`src/ks10Pkg.sv`:
```
// Shared types and constants for the KS10 bus-cycle and run-control slice
// Word bits are numbered 0 (MSB) to 35, as on the KS10 backplane
// Physical addresses are 22 bits, bits 14 to 35 of the bus address word
// Only the NXM timeout and the PI level count may be retuned here

package ks10Pkg;

   ////////////////////////////////////////////////////////////
   // Data and address types
   ////////////////////////////////////////////////////////////

   typedef logic [0:35] word36T;        // One 36-bit data word

   // Bus address with cycle flags
   typedef struct packed {
      logic          rd;                // Read cycle
      logic          wr;                // Write cycle
      logic          io;                // I/O space, not memory
      logic [14:35]  addr;              // Physical address
   } busAddrT;

   ////////////////////////////////////////////////////////////
   // Console
   ////////////////////////////////////////////////////////////

   // All zero is a halt request
   typedef struct packed {
      logic run;                        // Run, clears NXM
      logic cont;                       // Continue, keeps NXM
      logic exec;                       // Execute one bus cycle
   } cslCmdT;

   // Run-control states
   typedef enum logic [1:0] {
      HALT = 2'd0,                      // Stopped
      IDLE = 2'd1,                      // Running, no bus cycle
      WAIT = 2'd2                       // Bus cycle in progress
   } ctlStateT;

   ////////////////////////////////////////////////////////////
   // Priority interrupts
   ////////////////////////////////////////////////////////////

   typedef logic [0:2] piLevelT;        // 1 highest ... 7 lowest, 0 none

   localparam int PI_LEVELS    = 7;     // Levels 1 to 7
   localparam int NXM_PI_LEVEL = 3;     // NXM requests here

   ////////////////////////////////////////////////////////////
   // Bus timing
   ////////////////////////////////////////////////////////////

   // Wait cycles before a cycle is declared non-existent
   localparam int NXM_TIMEOUT = 15;
   localparam int NXM_CNT_W   = 4;      // Wide enough for NXM_TIMEOUT

endpackage

```
`src/busReg.sv`:
```
// Holding register for one bus payload
// payloadT sets the width; any packed type works
// Captures d on load, holds otherwise, clears to zero on reset

`timescale 1ns/1ps

module busReg #(
   parameter type payloadT = logic       // Payload type
) (
   input  logic    clk,                  // Clock
   input  logic    arstN,                // Async reset, active low
   input  logic    load,                 // Capture enable
   input  payloadT d,                    // Incoming payload
   output payloadT q                     // Held payload
);

   payloadT held;

   ////////////////////////////////////////////////////////////
   // Register
   ////////////////////////////////////////////////////////////

   always_ff @(posedge clk or negedge arstN) begin
      if (!arstN) begin
         held <= '0;
      end else if (load) begin
         held <= d;
      end
   end

   // Stable for the whole bus cycle
   assign q = held;

endmodule

```
`src/nxmTimer.sv`:
```
// Non-existent memory watchdog
// Counts WAIT cycles; pulses in the NXM_TIMEOUT-th one without an ack
// Pulse is suppressed by a coincident cpuAck
// Counter clears whenever the bus is idle

`timescale 1ns/1ps

module nxmTimer (
   input  logic clk,                     // Clock
   input  logic arstN,                   // Async reset, active low
   input  logic busWait,                 // Cycle in progress
   input  logic cpuAck,                  // Bus acknowledge
   output logic nxmTimeout               // One-cycle timeout pulse
);

   logic [ks10Pkg::NXM_CNT_W-1:0] waitCnt;   // Earlier wait cycles
   logic                          counting;

   assign counting = busWait & ~cpuAck;

   ////////////////////////////////////////////////////////////
   // Wait counter
   ////////////////////////////////////////////////////////////

   always_ff @(posedge clk or negedge arstN) begin
      if (!arstN) begin
         waitCnt <= '0;
      end else if (counting) begin
         waitCnt <= waitCnt + 1'b1;
      end else begin
         waitCnt <= '0;                  // Idle or acked
      end
   end

   // Count holds N-1 during the Nth wait cycle
   assign nxmTimeout = counting &
      (waitCnt == ks10Pkg::NXM_CNT_W'(ks10Pkg::NXM_TIMEOUT - 1));

endmodule

```
`src/consoleCtl.sv`:
```
// Run-control and bus-cycle FSM
// Console strobes are honoured in HALT or IDLE only, dropped in WAIT
// A console strobe wins over an opReq in the same cycle
// One bus cycle per accepted opReq, ended by cpuAck or the NXM timer

`timescale 1ns/1ps

module consoleCtl (
   input  logic             clk,         // Clock
   input  logic             arstN,       // Async reset, active low
   input  logic             cslSet,      // Console command strobe
   input  ks10Pkg::cslCmdT  cslCmd,      // Command qualifier
   input  logic             opReq,       // Start a bus cycle
   input  logic             cpuAck,      // Bus acknowledge
   input  logic             nxmTimeout,  // Timer expired
   output logic             addrLoad,    // Capture address and data
   output logic             ackTake,     // Capture read data
   output logic             busWait,     // Cycle in progress
   output logic             cpuReq,      // Bus request level
   output logic             rdValid,     // Read data valid pulse
   output logic             cpuRun,      // Running, run mode
   output logic             cpuExec,     // Running, exec mode
   output logic             cpuCont,     // Continue pulse
   output logic             cpuHalt,     // Halted
   output logic             nxmFlag      // Sticky non-existent memory
);

   ks10Pkg::ctlStateT state;
   logic execMode;                       // Single bus cycle, then halt
   logic cmdTake;

   // Strobe qualification
   assign cmdTake  = cslSet & (state != ks10Pkg::WAIT);
   assign addrLoad = opReq & (state == ks10Pkg::IDLE) & ~cmdTake;

   assign busWait  = (state == ks10Pkg::WAIT);
   assign ackTake  = busWait & cpuAck;   // Ack only counts in WAIT
   assign cpuReq   = busWait;

   // Status from state
   assign cpuHalt  = (state == ks10Pkg::HALT);
   assign cpuRun   = ~cpuHalt & ~execMode;
   assign cpuExec  = ~cpuHalt & execMode;

   ////////////////////////////////////////////////////////////
   // State, mode and flags
   ////////////////////////////////////////////////////////////

   always_ff @(posedge clk or negedge arstN) begin
      if (!arstN) begin
         state    <= ks10Pkg::HALT;
         execMode <= 1'b0;
         nxmFlag  <= 1'b0;
         cpuCont  <= 1'b0;
         rdValid  <= 1'b0;
      end else begin
         cpuCont <= 1'b0;                // Single-cycle pulse
         rdValid <= ackTake;
         if (cmdTake) begin
            // Priority run, cont, exec, then halt
            if (cslCmd.run) begin
               state    <= ks10Pkg::IDLE;
               execMode <= 1'b0;
               nxmFlag  <= 1'b0;
            end else if (cslCmd.cont) begin
               state    <= ks10Pkg::IDLE;
               execMode <= 1'b0;
               cpuCont  <= 1'b1;
            end else if (cslCmd.exec) begin
               state    <= ks10Pkg::IDLE;
               execMode <= 1'b1;
            end else begin
               state    <= ks10Pkg::HALT;
               execMode <= 1'b0;
            end
         end else if (addrLoad) begin
            state <= ks10Pkg::WAIT;
         end else if (ackTake) begin
            // Ack beats a coincident timeout
            state    <= execMode ? ks10Pkg::HALT : ks10Pkg::IDLE;
            execMode <= 1'b0;
         end else if (nxmTimeout) begin
            state    <= ks10Pkg::HALT;   // Nobody answered
            execMode <= 1'b0;
            nxmFlag  <= 1'b1;
         end
      end
   end

endmodule

```
`src/piCtl.sv`:
```
// Priority interrupt encoder
// Level 1 is the highest priority, level 7 the lowest
// NXM flag requests on NXM_PI_LEVEL alongside the Unibus
// Outputs lag the request inputs by one clock

`timescale 1ns/1ps

module piCtl (
   input  logic                       clk,       // Clock
   input  logic                       arstN,     // Async reset, active low
   input  logic [1:ks10Pkg::PI_LEVELS] ubaIntr,  // Unibus requests
   input  logic                       nxmFlag,   // Sticky NXM flag
   output ks10Pkg::piLevelT           piReqPri,  // Requested level
   output logic                       piIntr     // Any level active
);

   logic [1:ks10Pkg::PI_LEVELS] piReq;   // Merged requests
   ks10Pkg::piLevelT            encPri;

   // Fold NXM into its level
   always_comb begin
      piReq                        = ubaIntr;
      piReq[ks10Pkg::NXM_PI_LEVEL] = ubaIntr[ks10Pkg::NXM_PI_LEVEL] | nxmFlag;
   end

   ////////////////////////////////////////////////////////////
   // Encoder
   ////////////////////////////////////////////////////////////

   // Scan low to high priority, last hit wins
   always_comb begin
      encPri = '0;
      for (int lvl = ks10Pkg::PI_LEVELS; lvl >= 1; lvl--) begin
         if (piReq[lvl]) begin
            encPri = ks10Pkg::piLevelT'(lvl);
         end
      end
   end

   always_ff @(posedge clk or negedge arstN) begin
      if (!arstN) begin
         piReqPri <= '0;                 // None
         piIntr   <= 1'b0;
      end else begin
         piReqPri <= encPri;
         piIntr   <= |piReq;
      end
   end

endmodule

```
`src/cpuCtl.sv`:
```
// Top of the KS10 bus-cycle and run-control slice
// The microcode is replaced by opReq strobes from outside
// cpuAddr and cpuDataO hold from the accepted opReq until the next one
// rdData holds the word taken with the last acknowledge

`timescale 1ns/1ps

module cpuCtl (
   input  logic                       clk,       // Clock
   input  logic                       arstN,     // Async reset, active low
   // Console
   input  logic                       cslSet,    // Command strobe
   input  ks10Pkg::cslCmdT            cslCmd,    // Run, cont, exec
   // Operation request
   input  logic                       opReq,     // Start a bus cycle
   input  ks10Pkg::busAddrT           opAddr,    // Address and flags
   input  ks10Pkg::word36T            opData,    // Write word
   // Bus
   input  logic                       cpuAck,    // Bus acknowledge
   input  ks10Pkg::word36T            cpuDataI,  // Bus data in
   input  logic [1:ks10Pkg::PI_LEVELS] ubaIntr,  // Unibus interrupts
   output logic                       cpuReq,    // Bus request
   output ks10Pkg::busAddrT           cpuAddr,   // Bus address
   output ks10Pkg::word36T            cpuDataO,  // Bus data out
   output ks10Pkg::word36T            rdData,    // Read word
   output logic                       rdValid,   // Read word valid
   // Status
   output logic                       cpuRun,
   output logic                       cpuExec,
   output logic                       cpuCont,
   output logic                       cpuHalt,
   output logic                       nxmFlag,   // Non-existent memory
   output logic                       piIntr,    // Interrupt pending
   output ks10Pkg::piLevelT           piReqPri   // Pending level
);

   logic addrLoad;                       // Capture opAddr/opData
   logic ackTake;                        // Capture cpuDataI
   logic busWait;
   logic nxmTimeout;

   ////////////////////////////////////////////////////////////
   // Control
   ////////////////////////////////////////////////////////////

   consoleCtl uConsoleCtl (
      .clk(clk), .arstN(arstN),
      .cslSet(cslSet), .cslCmd(cslCmd), .opReq(opReq),
      .cpuAck(cpuAck), .nxmTimeout(nxmTimeout),
      .addrLoad(addrLoad), .ackTake(ackTake), .busWait(busWait),
      .cpuReq(cpuReq), .rdValid(rdValid), .cpuRun(cpuRun),
      .cpuExec(cpuExec), .cpuCont(cpuCont), .cpuHalt(cpuHalt),
      .nxmFlag(nxmFlag)
   );

   nxmTimer uNxmTimer (
      .clk(clk), .arstN(arstN),
      .busWait(busWait), .cpuAck(cpuAck), .nxmTimeout(nxmTimeout)
   );

   ////////////////////////////////////////////////////////////
   // Bus payload registers
   ////////////////////////////////////////////////////////////

   busReg #(.payloadT(ks10Pkg::busAddrT)) uAddrReg (
      .clk(clk), .arstN(arstN), .load(addrLoad), .d(opAddr), .q(cpuAddr)
   );

   busReg #(.payloadT(ks10Pkg::word36T)) uWrReg (
      .clk(clk), .arstN(arstN), .load(addrLoad), .d(opData), .q(cpuDataO)
   );

   busReg #(.payloadT(ks10Pkg::word36T)) uRdReg (
      .clk(clk), .arstN(arstN), .load(ackTake), .d(cpuDataI), .q(rdData)
   );

   // Interrupts, NXM included
   piCtl uPiCtl (
      .clk(clk), .arstN(arstN), .ubaIntr(ubaIntr), .nxmFlag(nxmFlag),
      .piReqPri(piReqPri), .piIntr(piIntr)
   );

endmodule

```
`config.mk`:
```
export PLATFORM = sky130hd
export DESIGN_NAME = cpuCtl
export DESIGN_NICKNAME = d
export VERILOG_FILES = /design/src/ks10Pkg.sv /design/src/busReg.sv /design/src/nxmTimer.sv /design/src/consoleCtl.sv /design/src/piCtl.sv /design/src/cpuCtl.sv
export SDC_FILE = /design/constraint.sdc
export NUM_CORES = 1
export LEC_CHECK = 0
export BUFFER_PORTS_ARGS = -buffer_cell sky130_fd_sc_hd__buf_2
export CORE_ASPECT_RATIO = 0.8
export CORE_MARGIN = 2
export CORE_UTILIZATION = 41
export CTS_CLUSTER_SIZE = 25
export DETAILED_ROUTE_END_ITERATION = 16
export PLACE_DENSITY = 0.88
export SYNTH_ARGS = -nofsm -noshare
export SYNTH_HDL_FRONTEND = slang
export SYNTH_SLANG_ARGS = --single-unit
```
`constraint.sdc`:
```
create_clock -name clk -period 1.5 [get_ports clk]
set_input_delay 0.3 -clock clk [delete_from_list [all_inputs] [get_ports clk]]
set_output_delay 0.3 -clock clk [all_outputs]
set_load 0.01 [all_outputs]
```
==> reports/qor.log, run 1 <==
[status] run status complete, but fails checks
[status] failing checks negative setup slack
[power_and_ir_drop] overall power 13200 uW
[clocking] CTS tree yes
[global_route] global-route wire length before repair 16100 um
[sta] final setup slack of the worst path -0.165 ns
[clocking] clock tree root buffer cell sky130_fd_sc_hd__clkbuf_16
[sta] final setup fails 92
[logic_synthesis] post-synth net total 380
[final_layout] Fill cells 735
[placement] half-perimeter wire length of the detailed placement result 7360 um
[final_layout] commonest non-fill, non-tap cells in the layout sky130_fd_sc_hd__buf_2, sky130_fd_sc_hd__dfrtp_1, sky130_fd_sc_hd__mux2_4
[logic_synthesis] sequential cell area fraction in the yosys report 63.9%
[die] x dimension of the die 119 um
[sta] highest clock rate 601 MHz
[power_and_ir_drop] Leak 0.00354 uW
[logic_synthesis] Async S/R FF share, synth 100%
[sta] max_slew headroom 62.5%
[clocking] CTS sink cnt 111
[logic_synthesis] fraction of synthesized cell area taken by the top area cell type 63.9%
[worst_hold_path] type of the worst min-delay path in2reg
[logic_synthesis] Post-synth top flop sky130_fd_sc_hd__dfrtp_1
[placement] global placement routability congestion 0.708
[final_layout] multi-input gate area in the final layout 1730 um2
[worst_hold_path] worst-case hold path end point uPiCtl.piReqPri[1]
[final_layout] net count of the finished layout 638
[placement] Port Buf Inserts 219
[logic_synthesis] Syn Std Cell Area 4350 um2
[sta] RSZ-0062 raised after global routing true
[logic_synthesis] dominant cell type by area after synthesis sky130_fd_sc_hd__dfrtp_1
[power_and_ir_drop] worst vdd rail ir drop 1180 uV
[die] # IOs 220
[global_route] Congestion Overflow GR 0
[critical_path] capture point of the worst reg-to-reg path uWrReg.q[32]
[sta] slew of the pin with the lowest slew margin 0.563 ns
[logic_synthesis] Netlist cell types 35
[logic_synthesis] number of storage elements in the synthesis netlist 111
[routing] antenna-violating nets left 0
[clocking] TritonCTS Buffers 9
[clocking] clk buf depth 2
[sta] final-report hold violation count 0
[routing] routed wire length per instance 17.9 um
[critical_path] r2r worst-path depth 6
[final_layout] most common cell after layout, fill and taps aside sky130_fd_sc_hd__buf_2
[clocking] total number of H-tree levels 3
[critical_path] Data required, critical path 1.20 ns
[die] die height 96.1 um
[routing] WL final 12000 um
[power_and_ir_drop] power density normalized to cell area 1950 nW/um2
[logic_synthesis] largest cells by area after synthesis sky130_fd_sc_hd__dfrtp_1, sky130_fd_sc_hd__mux2_1, sky130_fd_sc_hd__mux2_4
[worst_hold_path] Min-Delay Path Depth 2
[critical_path] worst setup path category reg2out
[final_layout] sequential cell area 2780 um2
[critical_path] Critical Path Sink Type primary output
[die] floorplan row count 33
[logic_synthesis] synth warn 0
[routing] Via Count 3221
[sta] minimum clock period after layout 1.67 ns
[logic_synthesis] Mapped Avg Cell Area 16.3 um2
[die] core area 10300 um2
[critical_path] maximum net fanout on the critical path 3
[routing] remaining routing DRC violations 0
[logic_synthesis] gate count after technology mapping 266
[final_layout] final non-filler cell area 6770 um2
[critical_path] CP arrival 1.37 ns
[die] effective utilization at floorplan 42.3%
[routing] first drt pass iteration count 4
[clocking] clock transition at the registers of the reported paths 0.07 ns
[critical_path] flop-to-flop setup slack -0.12 ns
[run] count of maximum capacitance violations 0
[logic_synthesis] Post-synth EDFFs 0
[sta] number of max-slew violations in the final report 0
[final_layout] final core utilization 65.9%
[placement] placed cell area 5650 um2
[global_route] largest net degree at the start of global routing 68
[routing] via/cell ratio 4.81
[critical_path] R2R Path Start uConsoleCtl.state[0]
[worst_hold_path] start point of the worst hold path ubaIntr[1]
[final_layout] Layout Area Growth over Synthesis 55.7%
[global_route] total global routing track utilization 18.2%
[routing] detailed router's first-iteration violation count 154
[die] area enclosed by the die boundary 11400 um2
[global_route] number of antenna violations at the first check in global routing 1
[sta] Post-Route Skew 0.00445 ns
[final_layout] share of post-route cells with drive strength above 1 70.1%
[sta] final critical-path share of the clock period 111%
[global_route] via count of the first global-routing pass 3178
[clocking] clock latency reported for the late side of the worst-skew pair 0.33 ns
[critical_path] kind of start point of the critical path flip-flop
## area by class of cell
class                   instances  share of cell area [%]
multi-input cells             140                    25.6
well taps                     140                    2.59
clock buffers                   9                    3.33
repair buffers                258                    25.6
clock inverters                 6                    1.63
diodes                          1                  0.0370
flip-flops and latches        111                    41.0
inverters                       4                   0.222
## per-stage QoR
step	hold WS (ns)	cells	setup TNS, ns	setup slack, ns
2_1_floorplan	0.00441	266	0	0.0380
3_3_place_gp	0.332	624	-2.87	-0.0528
3_5_place_dp	0.335	624	-6.69	-0.117
4_1_cts	0.133	651	-3.72	-0.107
5_1_grt	0.126	669	-12.39	-0.218
6_report	0.145	669	-4.91	-0.165
## worst max-delay path, cell delays in order, from the launching register on
cell,delay (ns)
sky130_fd_sc_hd__dfrtp_1,0.40
sky130_fd_sc_hd__buf_6,0.13
sky130_fd_sc_hd__and2b_4,0.29
sky130_fd_sc_hd__buf_6,0.11
sky130_fd_sc_hd__buf_6,0.09
## power by group
| part | switching (uW) | internal, uW | total [uW] |
|---|---|---|---|
| clock | 1020 | 1620 | 2640 |
| sequential | 752 | 4350 | 5110 |
| combinational | 2230 | 3240 | 5470 |
| total | 4010 | 9210 | 13200 |
## flip-flops by register name, indices dropped and copies added, names as in the netlist
register	cells
uConsoleCtl.nxmFlag	1
uConsoleCtl.cpuCont	1
uPiCtl.piIntr	1
uConsoleCtl.rdValid	1
uWrReg.q	36
uPiCtl.piReqPri	3
uConsoleCtl.state	2
uNxmTimer.waitCnt	4
uRdReg.q	36
uConsoleCtl.execMode	1
uAddrReg.q	25
## synthesized netlist by cell type (3+ instances only)
cell,number
sky130_fd_sc_hd__buf_4,7
sky130_fd_sc_hd__dfrtp_1,111
sky130_fd_sc_hd__mux2_1,69
sky130_fd_sc_hd__buf_6,4
sky130_fd_sc_hd__nor2_1,8
sky130_fd_sc_hd__mux2_2,10
sky130_fd_sc_hd__mux2_4,18
sky130_fd_sc_hd__nand2_1,3
sky130_fd_sc_hd__inv_1,3
sky130_fd_sc_hd__nor2b_1,3
## metal layers
layer	track usage, %	share of wire [%]
met5	0	0
met4	4.56	1.2
met3	5.27	6.4
met2	31.8	49
met1	22.6	44
## timing repair
action	CTS	global route
endpoints found under the hold margin	67	0
hold buffers	1	0
cloned	5	11
pin swaps	2	2
setup endpoints to repair	102	103
setup buffers	6	7
resized for setup	31	59
## worst max-delay path by stage
stage                                     from       endpoint  slack (ns)  cells after the start
after global routing      uConsoleCtl.state[0]         cpuReq       -0.22                      4
after detailed placement  uConsoleCtl.state[1]   uWrReg.q[28]       -0.12                      3
final                     uConsoleCtl.state[0]         cpuReq       -0.17                      4
after global placement    uConsoleCtl.state[1]  uAddrReg.q[8]       -0.05                      3
after CTS                 uConsoleCtl.state[1]         cpuReq       -0.11                      4
after floorplan           uConsoleCtl.state[0]   uRdReg.q[16]        0.04                      5
## kinds of logic after synthesis
family	after synthesis	share of synthesized area [%]
flops	111	63.9
mux	98	26.9
simple gates	28	3.74
buf+inv	16	2.70
compound gates	9	1.78
xor+xnor	2	0.403
fa+ha+maj	2	0.575
No activity file was read; power rests on OpenSTA's default activity.
==> run 2: changes to the inputs <==
--- a/config.mk
+++ b/config.mk
@@ -12,6 +12,7 @@
 export CTS_CLUSTER_SIZE = 25
 export DETAILED_ROUTE_END_ITERATION = 16
 export PLACE_DENSITY = 0.88
+export REMOVE_ABC_BUFFERS = 1
 export SYNTH_ARGS = -nofsm -noshare
 export SYNTH_HDL_FRONTEND = slang
 export SYNTH_SLANG_ARGS = --single-unit
==> reports/qor.log, run 2 (synthesis gave the netlist of run 1 again) <==
[die] die height 96.1 um
[status] failing checks negative setup slack
[clocking] clk buf depth 2
[placement] Port Buf Inserts 219
[clocking] total number of H-tree levels 3
[final_layout] commonest non-fill, non-tap cells in the layout sky130_fd_sc_hd__buf_2, sky130_fd_sc_hd__dfrtp_1, sky130_fd_sc_hd__mux2_4
[routing] remaining routing DRC violations 0
[final_layout] share of post-route cells with drive strength above 1 66.5%
[sta] slew of the pin with the lowest slew margin 0.360 ns
[critical_path] CP arrival 1.80 ns
[routing] WL final 11300 um
[sta] max_slew headroom 76.0%
[critical_path] worst setup path category reg2reg
[placement] # placed instances 625
[die] # IOs 220
[status] run status complete, but fails checks
[run] count of maximum capacitance violations 0
[die] effective utilization at floorplan 42.3%
[die] x dimension of the die 119 um
[final_layout] number of diodes 0
[routing] Via Count 3137
[critical_path] Data required, critical path 1.72 ns
[sta] final setup fails 76
[sta] Post-Route Skew 0.00639 ns
[sta] final setup slack of the worst path -0.0818 ns
[final_layout] most common cell after layout, fill and taps aside sky130_fd_sc_hd__buf_2
[sta] final critical-path share of the clock period 105%
[die] floorplan row count 33
[clocking] clock transition at the registers of the reported paths 0.07 ns
[routing] via/cell ratio 4.82
[power_and_ir_drop] worst vdd rail ir drop 1060 uV
[sta] number of max-slew violations in the final report 0
[sta] minimum clock period after layout 1.58 ns
[routing] routed wire length per instance 17.4 um
[power_and_ir_drop] Leak 0.00335 uW
[global_route] Congestion Overflow GR 0
[die] core area 10300 um2
[routing] detailed router's first-iteration violation count 118
[global_route] largest net degree at the start of global routing 67
[placement] global placement routability congestion 0.784
[global_route] number of antenna violations at the first check in global routing 0
[critical_path] kind of start point of the critical path flip-flop
[global_route] global-route wire length before repair 15700 um
[worst_hold_path] type of the worst min-delay path in2reg
[routing] antenna-violating nets left 0
[final_layout] Layout Area Growth over Synthesis 47.6%
[global_route] via count of the first global-routing pass 3153
[sta] RSZ-0062 raised after global routing true
[final_layout] final standard cell count with taps included and fillers excluded 651
[placement] half-perimeter wire length of the detailed placement result 7380 um
[critical_path] maximum net fanout on the critical path 7
[critical_path] Critical Path Sink Type flip-flop
[global_route] total global routing track utilization 17.9%
[clocking] CTS tree yes
[clocking] CTS sink cnt 111
[sta] highest clock rate 632 MHz
[sta] Min Hold Slack 0.146 ns
[sta] final-report hold violation count 0
[clocking] TritonCTS Buffers 9
[routing] first drt pass iteration count 4
[clocking] clock latency reported for the late side of the worst-skew pair 0.34 ns
[clocking] clock tree root buffer cell sky130_fd_sc_hd__clkbuf_16
[final_layout] net count of the finished layout 621
[power_and_ir_drop] power density normalized to cell area 1970 nW/um2
[final_layout] Fill cells 773
[die] area enclosed by the die boundary 11400 um2
==> run 2: per-layer routing <==
layer  track usage (%)  wire length (um)  vias up
met2              32.7              5820      148
met5                 0                 0        -
met3              5.21               754       14
met1              20.4              4630     1561
met4              5.56               137        0
li1                  -                 -     1414
==> run 2: path summary, 6_finish.rpt <==
path | from | endpoint | cells past startpoint | slack, ns
worst max-delay path | uConsoleCtl.state[0] | uAddrReg.q[13] | 5 | -0.08
worst min-delay path | ubaIntr[1] | uPiCtl.piReqPri[1] | 2 | 0.15
worst max register to register | uConsoleCtl.state[0] | uAddrReg.q[13] | 5 | -0.08
worst min register to register | uAddrReg.q[7] | uAddrReg.q[7] | 1 | 0.49
max in group asynchronous | arstN | uRdReg.q[6] | 3 | 0.67
min in group asynchronous | arstN | uWrReg.q[35] | 3 | 0.49
==> run 2: repair_timing <==
item,4_1_cts,5_1_grt
pin swaps,1,2
resized for setup,10,53
gates cloned,3,4
endpoints found under the hold margin,55,0
hold buffers,1,0
buffers inserted,3,0
setup endpoints to repair,98,99
==> run 2: stage by stage <==
| stage | setup WS, ns | util [%] | area [um2] | TNS (ns) | total power (uW) |
|---|---|---|---|---|---|
| 2_1_floorplan | -3.32 | - | 4250 | -217.66 | 7170 |
| 3_3_place_gp | -0.0755 | 55.2 | 5670 | -4.62 | 9060 |
| 3_5_place_dp | -0.117 | 55.2 | 5670 | -6.91 | 9290 |
| 4_1_cts | -0.0612 | 59.7 | 6140 | -2.36 | 12000 |
| 5_1_grt | -0.142 | 62.4 | 6420 | -7.79 | 13300 |
| 6_report | -0.0818 | 62.4 | 6420 | -2.97 | 12600 |
==> run 2: worst max-delay path, stage by stage (launching register included) <==
cell and delay (ns):
sky130_fd_sc_hd__dfrtp_1 0.36, sky130_fd_sc_hd__inv_2 0.06, sky130_fd_sc_hd__nor4b_4 0.33, sky130_fd_sc_hd__buf_6 0.22, sky130_fd_sc_hd__clkbuf_16 0.17, sky130_fd_sc_hd__mux2_1 0.32
==> run 2: layout make-up <==
| type | instances | area (um2) | area share (%) |
|---|---|---|---|
| Clock buffer | 9 | 225 | 3.51 |
| Tap cell | 140 | 175 | 2.73 |
| Timing Repair Buffer | 242 | 1470 | 23.0 |
| Multi-Input combinational cell | 139 | 1650 | 25.8 |
| Inverter | 4 | 15.0 | 0.234 |
| Clock inverter | 6 | 95.1 | 1.48 |
| Sequential cell | 111 | 2780 | 43.3 |
==> run 2: power breakdown <==
part | internal (uW) | total, uW | switching, uW
Sequential | 4350 | 5100 | 746
Combinational | 2890 | 5030 | 2140
Clock | 1470 | 2520 | 1050
Total | 8710 | 12600 | 3940
==> run 3: changes to the inputs <==
--- a/config.mk
+++ b/config.mk
@@ -5,9 +5,10 @@
 export SDC_FILE = /design/constraint.sdc
 export NUM_CORES = 1
 export LEC_CHECK = 0
+export ABC_AREA = 1
 export BUFFER_PORTS_ARGS = -buffer_cell sky130_fd_sc_hd__buf_2
 export CORE_ASPECT_RATIO = 0.8
-export CORE_MARGIN = 2
+export CORE_MARGIN = 1
 export CORE_UTILIZATION = 41
 export CTS_CLUSTER_SIZE = 25
 export DETAILED_ROUTE_END_ITERATION = 16
==> reports/qor.log, run 3 <==
[status] run status completed
[worst_hold_path] type of the worst min-delay path in2reg
[sta] max_slew headroom 77.7%
[logic_synthesis] sequential cell area fraction in the yosys report 63.0%
[sta] final-report hold violation count 0
[die] area enclosed by the die boundary 11200 um2
[logic_synthesis] number of storage elements in the synthesis netlist 111
[logic_synthesis] synth warn 0
[logic_synthesis] Netlist cell types 21
[sta] final setup fails 0
[routing] first drt pass iteration count 4
[power_and_ir_drop] power density normalized to cell area 1850 nW/um2
[placement] global placement routability congestion 0.780
[final_layout] number of diodes 0
[sta] number of max-slew violations in the final report 0
[final_layout] Layout Area Growth over Synthesis 37.6%
[global_route] number of antenna violations at the first check in global routing 0
[sta] minimum clock period after layout 1.43 ns
[logic_synthesis] largest cells by area after synthesis sky130_fd_sc_hd__dfrtp_1, sky130_fd_sc_hd__nand2_1, sky130_fd_sc_hd__o21ai_1
[global_route] largest net degree at the start of global routing 66
[critical_path] ordered list of cells on the worst path nor2_4 > nor2_1 > buf_2
[sta] Post-Route Skew 0.00617 ns
[critical_path] Data required, critical path 1.20 ns
[sta] RSZ-0062 raised after global routing true
[critical_path] Critical Path Sink Type primary output
[clocking] clock latency reported for the late side of the worst-skew pair 0.34 ns
[logic_synthesis] Syn Std Cell Area 4410 um2
[power_and_ir_drop] Leak 0.00362 uW
[routing] via/cell ratio 4.40
[sta] slew of the pin with the lowest slew margin 0.334 ns
[routing] antenna-violating nets left 0
[final_layout] multi-input gate area in the final layout 1240 um2
[clocking] total number of H-tree levels 3
[final_layout] share of post-route cells with drive strength above 1 35.6%
[clocking] clk buf depth 2
[global_route] via count of the first global-routing pass 3352
[global_route] total global routing track utilization 17.9%
[routing] routed wire length per instance 11.8 um
[logic_synthesis] Post-synth top flop sky130_fd_sc_hd__dfrtp_1
[critical_path] slowest cell delay on critical path 0.47 ns
[global_route] global-route wire length before repair 15600 um
[global_route] Congestion Overflow GR 0
[logic_synthesis] gate count after technology mapping 489
[placement] half-perimeter wire length of the detailed placement result 7390 um
[final_layout] sequential cell area 2780 um2
[routing] remaining routing DRC violations 0
[die] effective utilization at floorplan 42.5%
[critical_path] maximum net fanout on the critical path 6
[final_layout] final standard cell count with taps included and fillers excluded 857
[die] # IOs 220
[final_layout] Fill cells 914
[clocking] clock transition at the registers of the reported paths 0.06 ns
[power_and_ir_drop] worst vdd rail ir drop 860 uV
[logic_synthesis] Async S/R FF share, synth 100%
[placement] # placed instances 838
[logic_synthesis] Mapped Avg Cell Area 9.01 um2
[critical_path] CP arrival 1.13 ns
[die] x dimension of the die 118 um
[placement] Port Buf Inserts 219
[sta] final critical-path share of the clock period 95.2%
[final_layout] net count of the finished layout 827
[final_layout] most common cell after layout, fill and taps aside sky130_fd_sc_hd__buf_2
[clocking] CTS tree yes
[logic_synthesis] Post-synth EDFFs 0
[die] core area 10400 um2
[critical_path] Worst path slowest cell sky130_fd_sc_hd__dfrtp_2
[clocking] TritonCTS Buffers 9
[sta] highest clock rate 700 MHz
[critical_path] worst setup path category reg2out
[logic_synthesis] dominant cell type by area after synthesis sky130_fd_sc_hd__dfrtp_1
[clocking] clock tree root buffer cell sky130_fd_sc_hd__clkbuf_16
[die] die height 94.7 um
[routing] Via Count 3767
[logic_synthesis] top post-synthesis cells by count sky130_fd_sc_hd__nand2_1, sky130_fd_sc_hd__dfrtp_1, sky130_fd_sc_hd__inv_1, sky130_fd_sc_hd__o21ai_1, sky130_fd_sc_hd__nor2_1
[run] count of maximum capacitance violations 0
[critical_path] kind of start point of the critical path flip-flop
[routing] WL final 10100 um
[die] floorplan row count 33
[logic_synthesis] dominant cell by count in the synthesized netlist sky130_fd_sc_hd__nand2_1
[logic_synthesis] fraction of synthesized cell area taken by the top area cell type 63.0%
[clocking] CTS sink cnt 111
[final_layout] commonest non-fill, non-tap cells in the layout sky130_fd_sc_hd__buf_2, sky130_fd_sc_hd__nand2_1, sky130_fd_sc_hd__dfrtp_1
[final_layout] final core utilization 58.5%
[routing] detailed router's first-iteration violation count 97
[run 3: per-layer routing]
layer / GRT usage (%) / routed length (um) / up-vias / share of wire, %
met2: 28.7 / 4630 / 171 / 46
met1: 22.8 / 4500 / 1656 / 45
met3: 5.92 / 779 / 14 / 7.7
li1: - / - / 1926 / -
met4: 6.41 / 158 / 0 / 1.6
met5: 0 / 0 / - / 0
[run 3: path summary, 6_finish.rpt]
path                            cells after the start                  from  slack (ns)            endpoint
worst max register to register                      6  uConsoleCtl.state[0]        0.09        uWrReg.q[10]
worst min-delay path                                2            ubaIntr[1]        0.13  uPiCtl.piReqPri[1]
max in group asynchronous                           3                 arstN        0.58        uRdReg.q[21]
min in group asynchronous                           2                 arstN        0.37      uAddrReg.q[12]
worst max-delay path                                3  uConsoleCtl.state[1]        0.07              cpuRun
worst min register to register                      2          uRdReg.q[34]        0.47        uRdReg.q[34]
[run 3: timing repair]
| action | in CTS | in global routing |
|---|---|---|
| cloned | 0 | 3 |
| hold endpoints to repair | 12 | 0 |
| endpoints found under the setup margin | 2 | 8 |
| hold buffers | 1 | 0 |
| pin swaps | 0 | 1 |
| gates resized for setup | 1 | 8 |
| buffers inserted | 0 | 0 |
[run 3: cells by family after synthesis]
kind of cell / share of synthesized area (%)
and+or+nand+nor: 18.7
AOI/OAI and AO/OA: 7.86
DFF: 63.0
buffers and inverters: 9.65
xor gates and xnor gates: 0.199
adders and majority gates: 0.568
[run 3: power by group]
part	internal [uW]	total, uW	switching, uW
combinational	1710	3930	2220
clock	1370	2350	972
sequential	4240	4930	688
total	7330	11200	3880
[run 3: metrics by stage]
stage               hold WS, ns  total power [uW]  setup WS [ns]  area, um2  TNS (ns)
floorplan               0.00441              6860         -0.797       4270    -45.26
global placement          0.182              8660          0.163       5660         0
detailed placement        0.179              8820          0.120       5660         0
CTS                       0.115             11200         0.0299       5970         0
global route              0.119             12100       -0.00972       6070  -0.00972
finish                    0.129             11200         0.0713       6070         0
[run 3: critical path: cells and delay by family, from the launching register on]
kind	cells	cell delay [ns]
buf+inv	1	0.13
flops	1	0.47
simple gates	2	0.19
[run 3: layout make-up]
class | instances | share of cell area, %
Multi-Input combinational cell | 282 | 20.5
Inverter | 76 | 4.70
Clock inverter | 3 | 0.701
Tap cell | 140 | 2.89
Timing Repair Buffer | 233 | 21.2
Clock buffer | 12 | 4.23
Sequential cell | 111 | 45.8
